==> src/ppuTypesPkg.sv <==
package ppuTypesPkg;

   typedef logic [8:0]   dotCount;
   typedef logic [7:0]   lineNum;
   typedef logic [12:0]  vramAddr;
   typedef logic [7:0]   byteT;
   typedef logic [4:0]   tileCol;
   typedef logic [2:0]   pixelRow;
   typedef logic [1:0]   colorIdx;

   // one bit per pixel of a line, pixel 0 at bit 0.
   // plane 0 carries the low shade bit and plane 1 the high shade bit.
   typedef logic [159:0] linePlane;

   typedef enum logic [1:0] {
      hBlank   = 2'd0,
      vBlank   = 2'd1,
      oamScan  = 2'd2,
      transfer = 2'd3
   } lcdMode;

   typedef enum logic [2:0] {
      idle,
      mapWait,
      lowWait,
      highWait,
      done
   } fetchState;

   typedef struct packed {
      vramAddr addr;
      byteT    wrData;
      logic    wr;
      logic    rd;
   } vramReq;

endpackage

==> src/ppuRegPkg.sv <==
package ppuRegPkg;

   localparam logic [15:0] lcdcAddr = 16'hFF40;
   localparam logic [15:0] statAddr = 16'hFF41;
   localparam logic [15:0] lyAddr   = 16'hFF44;
   localparam logic [15:0] lycAddr  = 16'hFF45;
   localparam logic [15:0] bgpAddr  = 16'hFF47;

   // the CPU sees VRAM in this window.
   localparam logic [15:0] vramBase = 16'h8000;
   localparam logic [15:0] vramTop  = 16'h9FFF;

   typedef struct packed {
      logic [15:0]       addr;
      ppuTypesPkg::byteT wrData;
      logic              cs;
      logic              wr;
      logic              rd;
   } cpuBus;

   typedef struct packed {
      logic              enable;
      ppuTypesPkg::byteT lcdc;
      ppuTypesPkg::byteT lyc;
      ppuTypesPkg::byteT bgp;
   } lcdConfig;

endpackage

==> src/lcdTiming.sv <==
`timescale 1ns/1ns

module lcdTiming #(
   parameter int dotsPerLine   = 456,
   parameter int linesPerFrame = 154,
   parameter int visibleLines  = 144,
   parameter int oamDots       = 80,
   parameter int transferDots  = 172
) (
   input  logic                 clock,
   input  logic                 rstN,
   input  ppuRegPkg::lcdConfig  cfg,
   output ppuTypesPkg::dotCount dot,
   output ppuTypesPkg::lineNum  ly,
   output ppuTypesPkg::lcdMode  mode,
   output logic                 lineStart,
   output logic                 irq
);
   import ppuTypesPkg::*;

   dotCount dotNext;
   lineNum  lyNext;
   logic    running;

   // the counters move only once the enable has been registered, so the
   // first enabled cycle sits on dot 0 of line 0.
   always_comb begin
      dotNext = dot;
      lyNext  = ly;
      if (!cfg.enable) begin
         dotNext = '0;
         lyNext  = '0;
      end else if (running) begin
         if (dot == dotCount'(dotsPerLine - 1)) begin
            dotNext = '0;
            if (ly == lineNum'(linesPerFrame - 1))
               lyNext = '0;
            else
               lyNext = ly + 1'b1;
         end else begin
            dotNext = dot + 1'b1;
         end
      end
   end

   always_ff @(posedge clock or negedge rstN) begin
      if (!rstN) begin
         dot     <= '0;
         ly      <= '0;
         running <= 1'b0;
         irq     <= 1'b0;
      end else begin
         dot     <= dotNext;
         ly      <= lyNext;
         running <= cfg.enable;
         // computed from the next line so that irq lines up with vBlank.
         irq     <= cfg.enable && (lyNext >= lineNum'(visibleLines));
      end
   end

   always_comb begin
      if (!running)
         mode = hBlank;
      else if (ly >= lineNum'(visibleLines))
         mode = vBlank;
      else if (dot < dotCount'(oamDots))
         mode = oamScan;
      else if (dot < dotCount'(oamDots + transferDots))
         mode = transfer;
      else
         mode = hBlank;
   end

   assign lineStart = running && (dot == '0);

endmodule

==> src/lcdRegisters.sv <==
`timescale 1ns/1ns

module lcdRegisters (
   input  logic                clock,
   input  logic                rstN,
   input  ppuRegPkg::cpuBus    cpu,
   input  ppuTypesPkg::lineNum ly,
   input  ppuTypesPkg::lcdMode mode,
   input  ppuTypesPkg::byteT   vramCpuData,
   output ppuRegPkg::lcdConfig cfg,
   output ppuTypesPkg::byteT   cpuRdData
);
   import ppuTypesPkg::*;
   import ppuRegPkg::*;

   byteT lcdc;
   byteT lyc;
   byteT bgp;
   byteT stat;
   byteT regData;
   byteT rdDataQ;
   logic wrEn;
   logic rdEn;
   logic vramHit;
   logic vramHitQ;

   assign wrEn    = cpu.cs && cpu.wr;
   assign rdEn    = cpu.cs && cpu.rd;
   assign vramHit = (cpu.addr >= vramBase) && (cpu.addr <= vramTop);

   always_ff @(posedge clock or negedge rstN) begin
      if (!rstN) begin
         lcdc     <= '0;
         lyc      <= '0;
         bgp      <= '0;
         vramHitQ <= 1'b0;
      end else begin
         if (wrEn) begin
            // LY and STAT are read only here.
            case (cpu.addr)
               lcdcAddr: lcdc <= cpu.wrData;
               lycAddr:  lyc  <= cpu.wrData;
               bgpAddr:  bgp  <= cpu.wrData;
               default:  ;
            endcase
         end
         if (rdEn)
            vramHitQ <= vramHit;
      end
   end

   // coincidence flag in bit 2, mode in bits 1 to 0.
   assign stat = {5'b0, ly == lyc, mode};

   always_comb begin
      case (cpu.addr)
         lcdcAddr: regData = lcdc;
         statAddr: regData = stat;
         lyAddr:   regData = ly;
         lycAddr:  regData = lyc;
         bgpAddr:  regData = bgp;
         default:  regData = 8'hFF;
      endcase
   end

   always_ff @(posedge clock) begin
      if (rdEn)
         rdDataQ <= regData;
   end

   // VRAM data arrives one cycle after the request, so it is picked here.
   assign cpuRdData = vramHitQ ? vramCpuData : rdDataQ;

   assign cfg = '{enable: lcdc[7], lcdc: lcdc, lyc: lyc, bgp: bgp};

endmodule

==> src/bgFetcher.sv <==
`timescale 1ns/1ns

module bgFetcher #(
   parameter int tilesPerLine = 20
) (
   input  logic                clock,
   input  logic                rstN,
   input  ppuRegPkg::cpuBus    cpu,
   input  ppuTypesPkg::lcdMode mode,
   input  ppuTypesPkg::lineNum ly,
   input  ppuTypesPkg::byteT   vramRdData,
   output ppuTypesPkg::vramReq vram,
   output ppuTypesPkg::byteT   vramCpuData,
   output ppuTypesPkg::byteT   pixByte,
   output logic                pixPlane,
   output ppuTypesPkg::tileCol pixCol,
   output logic                pixStrobe
);
   import ppuTypesPkg::*;
   import ppuRegPkg::*;

   fetchState state;
   logic      waitCycle;
   tileCol    col;
   byteT      tileNum;
   pixelRow   row;
   vramAddr   mapAddr;
   vramAddr   dataAddr;
   vramAddr   fetchAddr;
   logic      ownPort;
   logic      cpuVram;
   logic      cpuGrantQ;

   assign ownPort = (mode == transfer);
   assign cpuVram = cpu.cs && (cpu.addr >= vramBase) && (cpu.addr <= vramTop);
   assign row     = ly[2:0];

   // map row is ly/8, each map row holds 32 tile numbers.
   assign mapAddr   = 13'h1800 + {ly[7:3], 5'b0} + vramAddr'(col);
   assign dataAddr  = {1'b0, tileNum, row, state == highWait};
   assign fetchAddr = (state == idle || state == mapWait) ? mapAddr : dataAddr;

   // every read holds its address for two cycles and the byte is taken at
   // the end of the second one, which gives six cycles per tile.
   always_ff @(posedge clock or negedge rstN) begin
      if (!rstN) begin
         state     <= idle;
         waitCycle <= 1'b0;
         col       <= '0;
      end else if (!ownPort) begin
         state     <= idle;
         waitCycle <= 1'b0;
         col       <= '0;
      end else begin
         case (state)
            idle: begin
               // the first transfer dot already drives the map address.
               state     <= mapWait;
               waitCycle <= 1'b1;
            end
            mapWait, lowWait: begin
               waitCycle <= !waitCycle;
               if (waitCycle)
                  state <= (state == mapWait) ? lowWait : highWait;
            end
            highWait: begin
               waitCycle <= !waitCycle;
               if (waitCycle) begin
                  if (col == tileCol'(tilesPerLine - 1)) begin
                     state <= done;
                  end else begin
                     state <= mapWait;
                     col   <= col + 1'b1;
                  end
               end
            end
            default: ;
         endcase
      end
   end

   always_ff @(posedge clock) begin
      if (state == mapWait && waitCycle)
         tileNum <= vramRdData;
   end

   always_ff @(posedge clock or negedge rstN) begin
      if (!rstN)
         cpuGrantQ <= 1'b0;
      else
         cpuGrantQ <= !ownPort;
   end

   always_comb begin
      if (ownPort) begin
         vram.addr   = fetchAddr;
         vram.wrData = '0;
         vram.wr     = 1'b0;
         vram.rd     = (state != done);
      end else begin
         vram.addr   = vramAddr'(cpu.addr - vramBase);
         vram.wrData = cpu.wrData;
         vram.wr     = cpuVram && cpu.wr;
         vram.rd     = cpuVram && cpu.rd;
      end
   end

   // a CPU read issued while the renderer held the port sees 0xFF.
   assign vramCpuData = cpuGrantQ ? vramRdData : 8'hFF;

   assign pixByte   = vramRdData;
   assign pixPlane  = (state == highWait);
   assign pixCol    = col;
   assign pixStrobe = waitCycle && (state == lowWait || state == highWait);

endmodule

==> src/lineComposer.sv <==
`timescale 1ns/1ns

module lineComposer #(
   parameter int visibleLines = 144
) (
   input  logic                  clock,
   input  logic                  rstN,
   input  ppuRegPkg::lcdConfig   cfg,
   input  ppuTypesPkg::lcdMode   mode,
   input  ppuTypesPkg::lineNum   ly,
   input  ppuTypesPkg::byteT     pixByte,
   input  logic                  pixPlane,
   input  ppuTypesPkg::tileCol   pixCol,
   input  logic                  pixStrobe,
   output ppuTypesPkg::linePlane lineLow,
   output ppuTypesPkg::linePlane lineHigh,
   output logic                  lineReady
);
   import ppuTypesPkg::*;

   byteT       lowByte;
   byteT       shadeLow;
   byteT       shadeHigh;
   linePlane   workLow;
   linePlane   workHigh;
   lcdMode     modeQ;
   logic       lineEnd;
   logic [7:0] pixBase;

   function automatic colorIdx mapShade(colorIdx shade, byteT palette);
      return palette[2 * shade +: 2];
   endfunction

   // the most significant byte bit is the leftmost pixel of the tile.
   always_comb begin
      for (int i = 0; i < 8; i++) begin
         {shadeHigh[i], shadeLow[i]} = mapShade({pixByte[7 - i], lowByte[7 - i]}, cfg.bgp);
      end
   end

   assign pixBase = {pixCol, 3'b000};
   assign lineEnd = (mode == hBlank) && (modeQ == transfer) &&
                    (ly < lineNum'(visibleLines));

   always_ff @(posedge clock or negedge rstN) begin
      if (!rstN) begin
         modeQ     <= hBlank;
         lineReady <= 1'b0;
      end else begin
         modeQ     <= mode;
         lineReady <= lineEnd;
      end
   end

   always_ff @(posedge clock) begin
      if (pixStrobe && !pixPlane)
         lowByte <= pixByte;
      if (pixStrobe && pixPlane) begin
         workLow[pixBase +: 8]  <= shadeLow;
         workHigh[pixBase +: 8] <= shadeHigh;
      end
      // outputs hold the finished line until the next hBlank.
      if (lineEnd) begin
         lineLow  <= workLow;
         lineHigh <= workHigh;
      end
   end

endmodule

==> src/ppuTop.sv <==
`timescale 1ns/1ns

module ppuTop #(
   parameter int dotsPerLine   = 456,
   parameter int linesPerFrame = 154,
   parameter int visibleLines  = 144,
   parameter int oamDots       = 80,
   parameter int transferDots  = 172,
   parameter int tilesPerLine  = 20
) (
   input  logic                  clock,
   input  logic                  rstN,
   input  ppuRegPkg::cpuBus      cpu,
   output ppuTypesPkg::byteT     cpuRdData,
   output ppuTypesPkg::vramReq   vram,
   input  ppuTypesPkg::byteT     vramRdData,
   output logic                  irq,
   output ppuTypesPkg::lineNum   ly,
   output ppuTypesPkg::linePlane lineLow,
   output ppuTypesPkg::linePlane lineHigh,
   output logic                  lineReady
);
   import ppuTypesPkg::*;
   import ppuRegPkg::*;

   lcdConfig cfg;
   lcdMode   mode;
   byteT     vramCpuData;
   byteT     pixByte;
   logic     pixPlane;
   tileCol   pixCol;
   logic     pixStrobe;

   lcdTiming #(
      .dotsPerLine  (dotsPerLine),
      .linesPerFrame(linesPerFrame),
      .visibleLines (visibleLines),
      .oamDots      (oamDots),
      .transferDots (transferDots)
   ) lcdTiming_inst (
      .clock    (clock),
      .rstN     (rstN),
      .cfg      (cfg),
      .dot      (),
      .ly       (ly),
      .mode     (mode),
      .lineStart(),
      .irq      (irq)
   );

   lcdRegisters lcdRegisters_inst (
      .clock      (clock),
      .rstN       (rstN),
      .cpu        (cpu),
      .ly         (ly),
      .mode       (mode),
      .vramCpuData(vramCpuData),
      .cfg        (cfg),
      .cpuRdData  (cpuRdData)
   );

   bgFetcher #(
      .tilesPerLine(tilesPerLine)
   ) bgFetcher_inst (
      .clock      (clock),
      .rstN       (rstN),
      .cpu        (cpu),
      .mode       (mode),
      .ly         (ly),
      .vramRdData (vramRdData),
      .vram       (vram),
      .vramCpuData(vramCpuData),
      .pixByte    (pixByte),
      .pixPlane   (pixPlane),
      .pixCol     (pixCol),
      .pixStrobe  (pixStrobe)
   );

   lineComposer #(
      .visibleLines(visibleLines)
   ) lineComposer_inst (
      .clock    (clock),
      .rstN     (rstN),
      .cfg      (cfg),
      .mode     (mode),
      .ly       (ly),
      .pixByte  (pixByte),
      .pixPlane (pixPlane),
      .pixCol   (pixCol),
      .pixStrobe(pixStrobe),
      .lineLow  (lineLow),
      .lineHigh (lineHigh),
      .lineReady(lineReady)
   );

endmodule

==> config.mk <==
export PLATFORM = sky130hd
export DESIGN_NAME = ppuTop
export DESIGN_NICKNAME = d
export VERILOG_FILES = /design/src/ppuTypesPkg.sv /design/src/ppuRegPkg.sv /design/src/lcdTiming.sv /design/src/lcdRegisters.sv /design/src/bgFetcher.sv /design/src/lineComposer.sv /design/src/ppuTop.sv
export SDC_FILE = /design/constraint.sdc
export NUM_CORES = 1
export LEC_CHECK = 0
export BUFFER_PORTS_ARGS = -buffer_cell sky130_fd_sc_hd__buf_2
export CELL_PAD_IN_SITES_DETAIL_PLACEMENT = 1
export CELL_PAD_IN_SITES_GLOBAL_PLACEMENT = 1
export CORE_ASPECT_RATIO = 0.75
export CORE_MARGIN = 4
export CORE_UTILIZATION = 45
export DETAILED_ROUTE_END_ITERATION = 16
export GPL_TIMING_DRIVEN = 1
export HOLD_SLACK_MARGIN = 0.03
export PLACE_DENSITY_LB_ADDON = 0.1
export SYNTH_ARGS = -nofsm -noshare
export SYNTH_HDL_FRONTEND = slang
export SYNTH_HIERARCHICAL = 1
export SYNTH_SLANG_ARGS = --single-unit
==> constraint.sdc <==
create_clock -name clock -period 66.2 [get_ports clock]
set_input_delay 3.31 -clock clock [delete_from_list [all_inputs] [get_ports clock]]
set_output_delay 3.31 -clock clock [all_outputs]
set_load 0.05 [all_outputs]
==> results of run 1 <==
## through the flow
stage	setup slack, ps	instances	cell area (um2)	hold WS, ps
2_1_floorplan	31340	1648	26700	400
3_3_place_gp	58200	2782	29600	401
4_1_cts	58160	2914	32000	404
3_5_place_dp	58170	2782	29600	405
5_1_grt	58080	2915	32000	413
6_report	58170	2915	32000	411
## power breakdown
group | total [mW] | internal (mW) | switching (mW) | leakage (nW)
sequential | 0.491 | 0.491 | 0.000243 | 6.92
combinational | 0.0113 | 0.00306 | 0.00821 | 2.81
clock | 0.409 | 0.237 | 0.172 | 1.16
total | 0.911 | 0.731 | 0.181 | 10.9
## metal layers
metal,vias to the layer above,track usage
met5,-,0
met4,2,0.0595
met3,98,0.0440
met2,456,0.394
met1,7971,0.320
li1,6887,-
## final cells by class
class / instances / area, um2
multi-input cells: 816 / 4860
flip-flops and latches: 721 / 21400
clock inverters: 40 / 433
inverters: 17 / 63.8
well taps: 790 / 988
clock buffers: 92 / 1940
repair buffers: 439 / 2320
fillers: 5648 / 26900
## flip-flops by register name (all words and copies together), names as in the netlist, 8 cells and up
signal,count
lcdRegisters_inst/lcdc,8
lcdRegisters_inst/bgp,8
lineComposer_inst/workHigh,160
lcdRegisters_inst/rdDataQ,8
bgFetcher_inst/tileNum,8
lcdRegisters_inst/lyc,8
lineComposer_inst/workLow,160
lineComposer_inst/lineLow,160
lcdTiming_inst/ly,8
lineComposer_inst/lineHigh,160
lcdTiming_inst/dot,9
lineComposer_inst/lowByte,8
## worst paths after layout
check / to
min: lineComposer_inst/lineLow[57]
min reg2reg: lineComposer_inst/lineLow[57]
max in group asynchronous: bgFetcher_inst/state[2]
min in group asynchronous: lcdRegisters_inst/lyc[2]
max reg2reg: lineComposer_inst/workLow[37]
max: vram[0]
==> impl_results.md, run 1 <==
* Result of the run: completed
* Violation count after the first detailed-route iteration at 1,192
* Detailed-route wire length on metal 1 at 31,400 um
* Post-Syn Nets at 1,695
* Synth Warn # at 6
* Post-CTS setup buffer count at 0
* DRT Pass-1 Iters at 5
* WS Path Type: in -> out
* R2R depth at 8
* Worst clock skew at 18.3 ps
* Number of slew-limit violations in the final report at 0
* Crit path max-delay family: compound AO/OA/AOI/OAI gates
* Pwr per Cell Area at 28.5 nW/um2
* Die Height at 219 um
* Chip Width at 289 um
* Part of the cycle the worst path needs at 0.121
* Initial Utilization at 0.454
* Number of antenna violations at the first check in global routing at 3
* RSZ-0062 raised after global routing: false
* CTS H-tree depth at 3
* Crit path launch: cpu[26]
* Area growth from synthesis to final layout at 19.6%
* Uppermost signal routing layer after detailed routing: met5
* Most common cell after layout, fill and taps aside: sky130_fd_sc_hd__edfxtp_1
* VDD IR-drop max at 0.0246 mV
* Worst hold path cell count at 0
* RR Startpoint: bgFetcher_inst/pixCol[0]
* Leading cell types in the layout, fill and taps excluded: sky130_fd_sc_hd__edfxtp_1, sky130_fd_sc_hd__buf_2, sky130_fd_sc_hd__nor2_1
* HP Class: reg -> reg
* Max-cap violations at 0
* GRT Total Usage at 0.235
* Core ar. at 58,900 um2
* Number of failing hold endpoints at the final stage at 0
* Cell with the most instances on the worst path: sky130_fd_sc_hd__buf_2
* Diodes inserted at 0
* Post-route DRC at 0
* Wire length per cell after detailed routing at 25.5 um
* Later-pin clock latency in the skew report at 610 ps
* Metal2 WL at 37,100 um
* Cell depth of the worst setup path at 5
* Minimum period implied by the final worst setup slack at 8030 ps
* # IOs at 398
* Worst-case register-to-register setup slack at 61,920 ps
* Arrival time reported for the critical path endpoint at 4720 ps
* Mean cell area of the mapped netlist at 16.2 um2
* Standard cell with the maximum stage delay on the critical path: sky130_fd_sc_hd__nor4bb_1
* Number of buffers added on ports at 397
* Launch point of the worst hold path: lineComposer_inst/workLow[57]
* Remaining max-slew budget at the tightest pin at 0.130
* Setup_tns at 0 ps
* GR Overflow Total at 0
* Overall power after layout at 0.911 mW
* Post-cts gate resize count at 0
* Critical Path Max Stage Delay at 380 ps
* CTS tree: done
* CP cell instances: buf_2 -> nor4bb_1 -> a21oi_1 -> a31oi_1 -> buf_2
* Cell count after synthesis at 1,648
* Largest fanout on the critical path at 3
* GPL Wtd Cong at 0.797
* Top achievable clock speed at 125 MHz
* Buffering stage count on the worst path with inverters included at 2
* Number of hold buffers added after CTS at 0
* Number of routed nets with antenna violations at 0
* DIE AREA at 63,400 um2
* Finished Core Util at 0.543
* Clock slew at reported path FFs at 60 ps
* Buffers from clock root to sink, at most at 3
* Number of rows in the core area at 77
* Wire length reported by the detailed router at 74,400 um
* Required arrival time at the worst endpoint at 62,890 ps
* Vias in the first global route at 15,700
* Total via count in the routed design at 15,400
* Fraction of layout instances using a drive strength above 1 at 0.301
* Critical path endpoint category: output pin
* First-pass GRT wire length at 107,000 um
* Number of clock sinks at 721
* Via-to-Cell Ratio at 5.29
* Clock tree root buffer cell: sky130_fd_sc_hd__clkbuf_16
* Leakage Power at 10.9 nW
* Pin count of the biggest net entering global routing at 194
* Total half-perimeter wirelength after legalization and detailed placement at 50,300 um
* Setup-failing EPs final at 0
* TritonCTS buffer count at 72
* Slew @ Worst Pin at 1310 ps
* Worst Setup Start Kind: input port
* WL met3 at 4300 um
* Syn Std Cell Area at 26,700 um2
* Post-layout net count at 2,114
Power figures use the tool's default switching activity.
==> inputs of run 2 (changes only) <==
--- a/config.mk
+++ b/config.mk
@@ -10,7 +10,7 @@
 export CELL_PAD_IN_SITES_GLOBAL_PLACEMENT = 1
 export CORE_ASPECT_RATIO = 0.75
 export CORE_MARGIN = 4
-export CORE_UTILIZATION = 45
+export CORE_UTILIZATION = 43
 export DETAILED_ROUTE_END_ITERATION = 16
 export GPL_TIMING_DRIVEN = 1
 export HOLD_SLACK_MARGIN = 0.03
==> constraint.sdc (replaced) <==
create_clock -name clock -period 7.32 [get_ports clock]
set_input_delay 0.366 -clock clock [delete_from_list [all_inputs] [get_ports clock]]
set_output_delay 0.366 -clock clock [all_outputs]
set_load 0.05 [all_outputs]
==> run 2 against run 1 <==
Net effect:
- combinational power rose to 10 times the previous value
- hold slack worse by 310 ps
- global-route usage down 1.2 points
- wire length about the same
- critical endpoint is now lineComposer_inst/workLow[100]
- highest routed layer unchanged
==> impl_results.md, run 2 (synthesis gave the netlist of run 1 again) <==
* Core ar. at 61,000 um2
* Required arrival time at the worst endpoint at 7620 ps
* Minimum period implied by the final worst setup slack at 3970 ps
* TritonCTS buffer count at 72
* Vias in the first global route at 15,800
* Part of the cycle the worst path needs at 0.542
* Number of routed nets with antenna violations at 0
* Arrival time reported for the critical path endpoint at 4270 ps
* Number of rows in the core area at 78
* Wire length reported by the detailed router at 74,400 um
* Wire length per cell after detailed routing at 25.5 um
* Placed standard-cell area at 29,600 um2
* Number of clock sinks at 721
* Via-to-Cell Ratio at 5.25
* Worst slack, placed at 2980 ps
* Post-route setup slack at 3350 ps
* Post-layout net count at 2,109
* Finished Core Util at 0.523
* CTS tree: done
* RSZ-0062 raised after global routing: false
* Chip Width at 296 um
* Initial Utilization at 0.438
* Launch point of the worst hold path: cpu[5]
* DRT Pass-1 Iters at 5
* Clock slew at reported path FFs at 60 ps
* CTS H-tree depth at 3
* Total via count in the routed design at 15,300
* DIE AREA at 66,200 um2
* Number of slew-limit violations in the final report at 0
* Buffers from clock root to sink, at most at 3
* Largest fanout on the critical path at 19
* Total non-filler cell area in the finished layout at 31,900 um2
* Leakage Power at 10.8 nW
* VDD IR-drop max at 0.166 mV
* Pwr per Cell Area at 255 nW/um2
* RR Startpoint: bgFetcher_inst/pixCol[0]
* WS Path Type: reg -> reg
* Leading cell types in the layout, fill and taps excluded: sky130_fd_sc_hd__edfxtp_1, sky130_fd_sc_hd__buf_2, sky130_fd_sc_hd__nor2_1
* Area growth from synthesis to final layout at 19.3%
* # IOs at 398
* Violation count after the first detailed-route iteration at 1,118
* Result of the run: completed
* Hold WS at 103 ps
* First-pass GRT wire length at 107,000 um
* Number of failing hold endpoints at the final stage at 0
* Remaining max-slew budget at the tightest pin at 0.189
* GRT Total Usage at 0.223
* Total half-perimeter wirelength after legalization and detailed placement at 49,500 um
* Max-cap violations at 0
* GR Overflow Total at 0
* GPL Wtd Cong at 0.802
* Pin count of the biggest net entering global routing at 173
* Fraction of layout instances using a drive strength above 1 at 0.297
* Worst Setup Start Kind: register
* Die Height at 224 um
* Crit path launch: bgFetcher_inst/pixCol[0]
* Number of buffers added on ports at 397
* Top achievable clock speed at 252 MHz
* Setup-failing EPs final at 0
* Later-pin clock latency in the skew report at 610 ps
* Slew @ Worst Pin at 1210 ps
* HP Class: in -> reg
* Post-route DRC at 0
* Clock tree root buffer cell: sky130_fd_sc_hd__clkbuf_16
* Worst clock skew at 18.5 ps
* Number of antenna violations at the first check in global routing at 3
* Most common cell after layout, fill and taps aside: sky130_fd_sc_hd__edfxtp_1
* Number of fill cells at 5,927
* Critical path endpoint category: register
==> run 2: cell types whose count changed in the layout (fill, tap and decap cells not counted), sizes merged <==
| cell | change |
|---|---|
| dlygate4sd3 | +5 |
| buf | -10 |
| clkinvlp | -2 |
| bufinv | -2 |
| clkinv | +7 |
| clkbuf | -8 |
| diode | +1 |
==> run 2: layout make-up <==
type | count | area (um2) | share of cell area
Antenna cell | 1 | 2.50 | 0.0000785
Clock buffer | 84 | 1880 | 0.0589
Clock inverter | 43 | 380 | 0.0119
Inverter | 17 | 63.8 | 0.00200
Multi-Input combinational cell | 816 | 4870 | 0.153
Sequential cell | 721 | 21400 | 0.670
Tap cell | 800 | 1000 | 0.0314
Timing Repair Buffer | 434 | 2300 | 0.0722
==> run 2: repair_timing <==
action	CTS	global route
endpoints found under the hold margin	66	0
hold buffers	5	0
gates resized for setup	0	0
buffers inserted	0	0
==> run 2: final timing paths <==
kind | slack (ps) | end | cells past startpoint
setup reg to reg | 3350 | lineComposer_inst/workLow[100] | 7
max in group asynchronous | 6290 | lcdTiming_inst/ly[7] | 3
min in group asynchronous | 450 | lcdTiming_inst/ly[1] | 3
hold reg to reg | 410 | lineComposer_inst/lineLow[24] | 0
setup / recovery | 3350 | lineComposer_inst/workLow[100] | 7
hold / removal | 100 | lcdRegisters_inst/lcdc[2] | 2
==> run 2: where the power goes <==
part / switching [mW] / internal (mW)
clock network: 1.55 / 2.03
logic: 0.0830 / 0.0296
registers: 0.00201 / 4.44
==> run 2: worst max-delay path: stages, from the launching register on <==
cell and delay [ps]:
sky130_fd_sc_hd__dfrtp_1 800, sky130_fd_sc_hd__inv_1 260, sky130_fd_sc_hd__ha_1 370, sky130_fd_sc_hd__xor2_1 240, sky130_fd_sc_hd__nand2b_1 540, sky130_fd_sc_hd__nand2b_1 610, sky130_fd_sc_hd__nor2_1 530, sky130_fd_sc_hd__buf_4 300
==> run 2: per-layer routing <==
layer	global-route usage	vias up	share of wire
met3	0.0375	98	0.051
met4	0.0542	2	0.021
li1	-	6868	-
met2	0.371	415	0.49
met5	0	-	0.00017
met1	0.310	7922	0.43
==> run 2: stage by stage <==
stage | power [mW] | std cells | TNS, ps
after floorplan | 4.59 | 1648 | -1405370
after global placement | 4.64 | 2782 | 0
after detailed placement | 4.64 | 2782 | 0
after CTS | 8.21 | 2914 | 0
after global routing | 8.40 | 2915 | 0
final | 8.12 | 2916 | 0
==> inputs of run 3 (changes only) <==
--- a/config.mk
+++ b/config.mk
@@ -5,12 +5,13 @@
 export SDC_FILE = /design/constraint.sdc
 export NUM_CORES = 1
 export LEC_CHECK = 0
+export ABC_AREA = 1
 export BUFFER_PORTS_ARGS = -buffer_cell sky130_fd_sc_hd__buf_2
 export CELL_PAD_IN_SITES_DETAIL_PLACEMENT = 1
 export CELL_PAD_IN_SITES_GLOBAL_PLACEMENT = 1
 export CORE_ASPECT_RATIO = 0.75
 export CORE_MARGIN = 4
-export CORE_UTILIZATION = 43
+export CORE_UTILIZATION = 42
 export DETAILED_ROUTE_END_ITERATION = 16
 export GPL_TIMING_DRIVEN = 1
 export HOLD_SLACK_MARGIN = 0.03
==> constraint.sdc (replaced) <==
create_clock -name clock -period 3.2 [get_ports clock]
set_input_delay 0.16 -clock clock [delete_from_list [all_inputs] [get_ports clock]]
set_output_delay 0.16 -clock clock [all_outputs]
set_load 0.05 [all_outputs]
==> run 3 against run 2 <==
Net effect:
- critical path depth increased by 4
- via count increased by 15%
- clock-buffer cell count increased by 8
- hold slack improved by 26 ps
- setup slack got worse by 3200 ps
- flip-flop and latch count unchanged
- clock power increased by 130%
- final cell count increased by 16%
- die area increased by 5.1%
- largest cell class unchanged
==> impl_results.md, run 3 <==
* GPL Wtd Cong at 0.833
* Vias in the first global route at 18,200
* Later-pin clock latency in the skew report at 610 ps
* Number of clock sinks at 721
* Number of slew-limit violations in the final report at 0
* Leading cell types in the layout, fill and taps excluded: sky130_fd_sc_hd__edfxtp_1, sky130_fd_sc_hd__nor2_1, sky130_fd_sc_hd__buf_2
* Total non-filler cell area in the finished layout at 33,000 um2
* Initial Utilization at 0.428
* RSZ-0062 raised after global routing: false
* Most common cell after layout, fill and taps aside: sky130_fd_sc_hd__edfxtp_1
* Worst clock skew at 16.3 ps
* Overall power after layout at 18.7 mW
* GRT Total Usage at 0.231
* Critical path endpoint category: output pin
* Area growth from synthesis to final layout at 20.2%
* Number of fill cells at 6,571
* Number of buffers added on ports at 397
* Worst Setup Start Kind: register
* Arrival time reported for the critical path endpoint at 2860 ps
* Cell count after synthesis at 2,034
* HP Class: in -> reg
* Part of the cycle the worst path needs at 0.943
* Minimum period implied by the final worst setup slack at 3020 ps
* Number of failing hold endpoints at the final stage at 0
* Post-Syn Nets at 2,081
* Post-route DRC at 0
* Die Height at 229 um
* Number of rows in the core area at 80
* Wire length reported by the detailed router at 80,900 um
* Core ar. at 64,200 um2
* CTS H-tree depth at 3
* Total half-perimeter wirelength after legalization and detailed placement at 56,000 um
* Post-layout net count at 2,524
* Slew @ Worst Pin at 1250 ps
* WS Path Type: reg -> out
* Clock slew at reported path FFs at 60 ps
* Via-to-Cell Ratio at 5.17
* DRT Pass-1 Iters at 6
* DIE AREA at 69,600 um2
* Setup_tns at 0 ps
* Leakage Power at 11.4 nW
* GR Overflow Total at 0
* Finished Core Util at 0.515
* Number of antenna violations at the first check in global routing at 0
* Buffers from clock root to sink, at most at 3
* TritonCTS buffer count at 70
* First-pass GRT wire length at 119,000 um
* Wire length per cell after detailed routing at 23.8 um
* Fraction of layout instances using a drive strength above 1 at 0.265
* Total via count in the routed design at 17,500
* Mean cell area of the mapped netlist at 13.5 um2
* Diodes inserted at 0
* CTS tree: done
* Largest fanout on the critical path at 8
* Placed standard-cell area at 30,500 um2
* # IOs at 398
* Synth Warn # at 6
* Syn Std Cell Area at 27,500 um2
* VDD IR-drop max at 0.351 mV
* Top achievable clock speed at 331 MHz
* Pwr per Cell Area at 566 nW/um2
* Violation count after the first detailed-route iteration at 1,452
* Chip Width at 303 um
* Required arrival time at the worst endpoint at 3040 ps
* Setup-failing EPs final at 0
* Result of the run: completed
* Number of routed nets with antenna violations at 0
* Remaining max-slew budget at the tightest pin at 0.167
* Clock tree root buffer cell: sky130_fd_sc_hd__clkbuf_16
* Max-cap violations at 0
* Pin count of the biggest net entering global routing at 129
==> run 3: critical path, cell delays in order, from the launching register on <==
cell	delay, ps
sky130_fd_sc_hd__dfrtp_2	590
sky130_fd_sc_hd__nor2_4	90
sky130_fd_sc_hd__o21ai_2	190
sky130_fd_sc_hd__inv_1	100
sky130_fd_sc_hd__a21oi_4	210
sky130_fd_sc_hd__nand2_2	150
sky130_fd_sc_hd__buf_4	200
sky130_fd_sc_hd__nor2_1	140
sky130_fd_sc_hd__inv_1	110
sky130_fd_sc_hd__nor3_4	190
sky130_fd_sc_hd__a21oi_1	60
sky130_fd_sc_hd__buf_2	220
==> run 3: final cells by class <==
type | instances | area, um2 | area share
repair buffers | 466 | 2620 | 0.0792
well taps | 861 | 1080 | 0.0326
repair inverters | 1 | 5.00 | 0.000152
multi-input cells | 1090 | 5180 | 0.157
flip-flops and latches | 721 | 21400 | 0.647
clock buffers | 92 | 1900 | 0.0574
inverters | 127 | 483 | 0.0146
clock inverters | 34 | 383 | 0.0116
==> run 3: through the flow <==
step	std cells	setup slack, ps	hold slack [ps]
detailed placement	3246	380	374
global route	3392	30.1	135
finish	3392	183	128
CTS	3391	21.0	92.7
floorplan	2034	-3630	-136
global placement	3246	470	368
==> run 3: routing by layer <==
layer  GRT usage  share of wire  routed length, um
met1       0.326           0.43              34800
met2       0.370           0.48              38700
met3      0.0408          0.066               5310
met4      0.0700          0.027               2170
met5           0              0                  0
==> run 3: final timing paths <==
| path | slack, ps | endpoint | from | cells after the start |
|---|---|---|---|---|
| setup / recovery | 180 | vram[0] | lcdTiming_inst/ly[6] | 11 |
| hold / removal | 130 | lcdRegisters_inst/rdDataQ[7] | cpu[0] | 3 |
| setup reg to reg | 370 | lineComposer_inst/workLow[91] | bgFetcher_inst/pixCol[0] | 8 |
| hold reg to reg | 410 | lineComposer_inst/lineLow[156] | lineComposer_inst/workLow[156] | 0 |
| max in group asynchronous | 2170 | lcdTiming_inst/ly[5] | rstN | 2 |
| min in group asynchronous | 250 | lcdRegisters_inst/lcdc[5] | rstN | 2 |
==> run 3: repair_timing <==
action                                  4_1_cts  5_1_grt
gates cloned                                  0        1
buffers inserted                              0        0
hold endpoints to repair                     75        0
pin swaps                                     0        0
endpoints found under the setup margin       17       13
resized for setup                             5        7
hold buffers                                 19        0
==> run 3: where the power goes <==
| part | leakage [nW] | total, mW | internal [mW] | switching [mW] |
|---|---|---|---|---|
| Combinational | 3.40 | 0.322 | 0.0825 | 0.240 |
| Sequential | 6.89 | 10.2 | 10.2 | 0.00425 |
| Clock | 1.10 | 8.20 | 4.71 | 3.49 |
| Total | 11.4 | 18.7 | 14.9 | 3.74 |
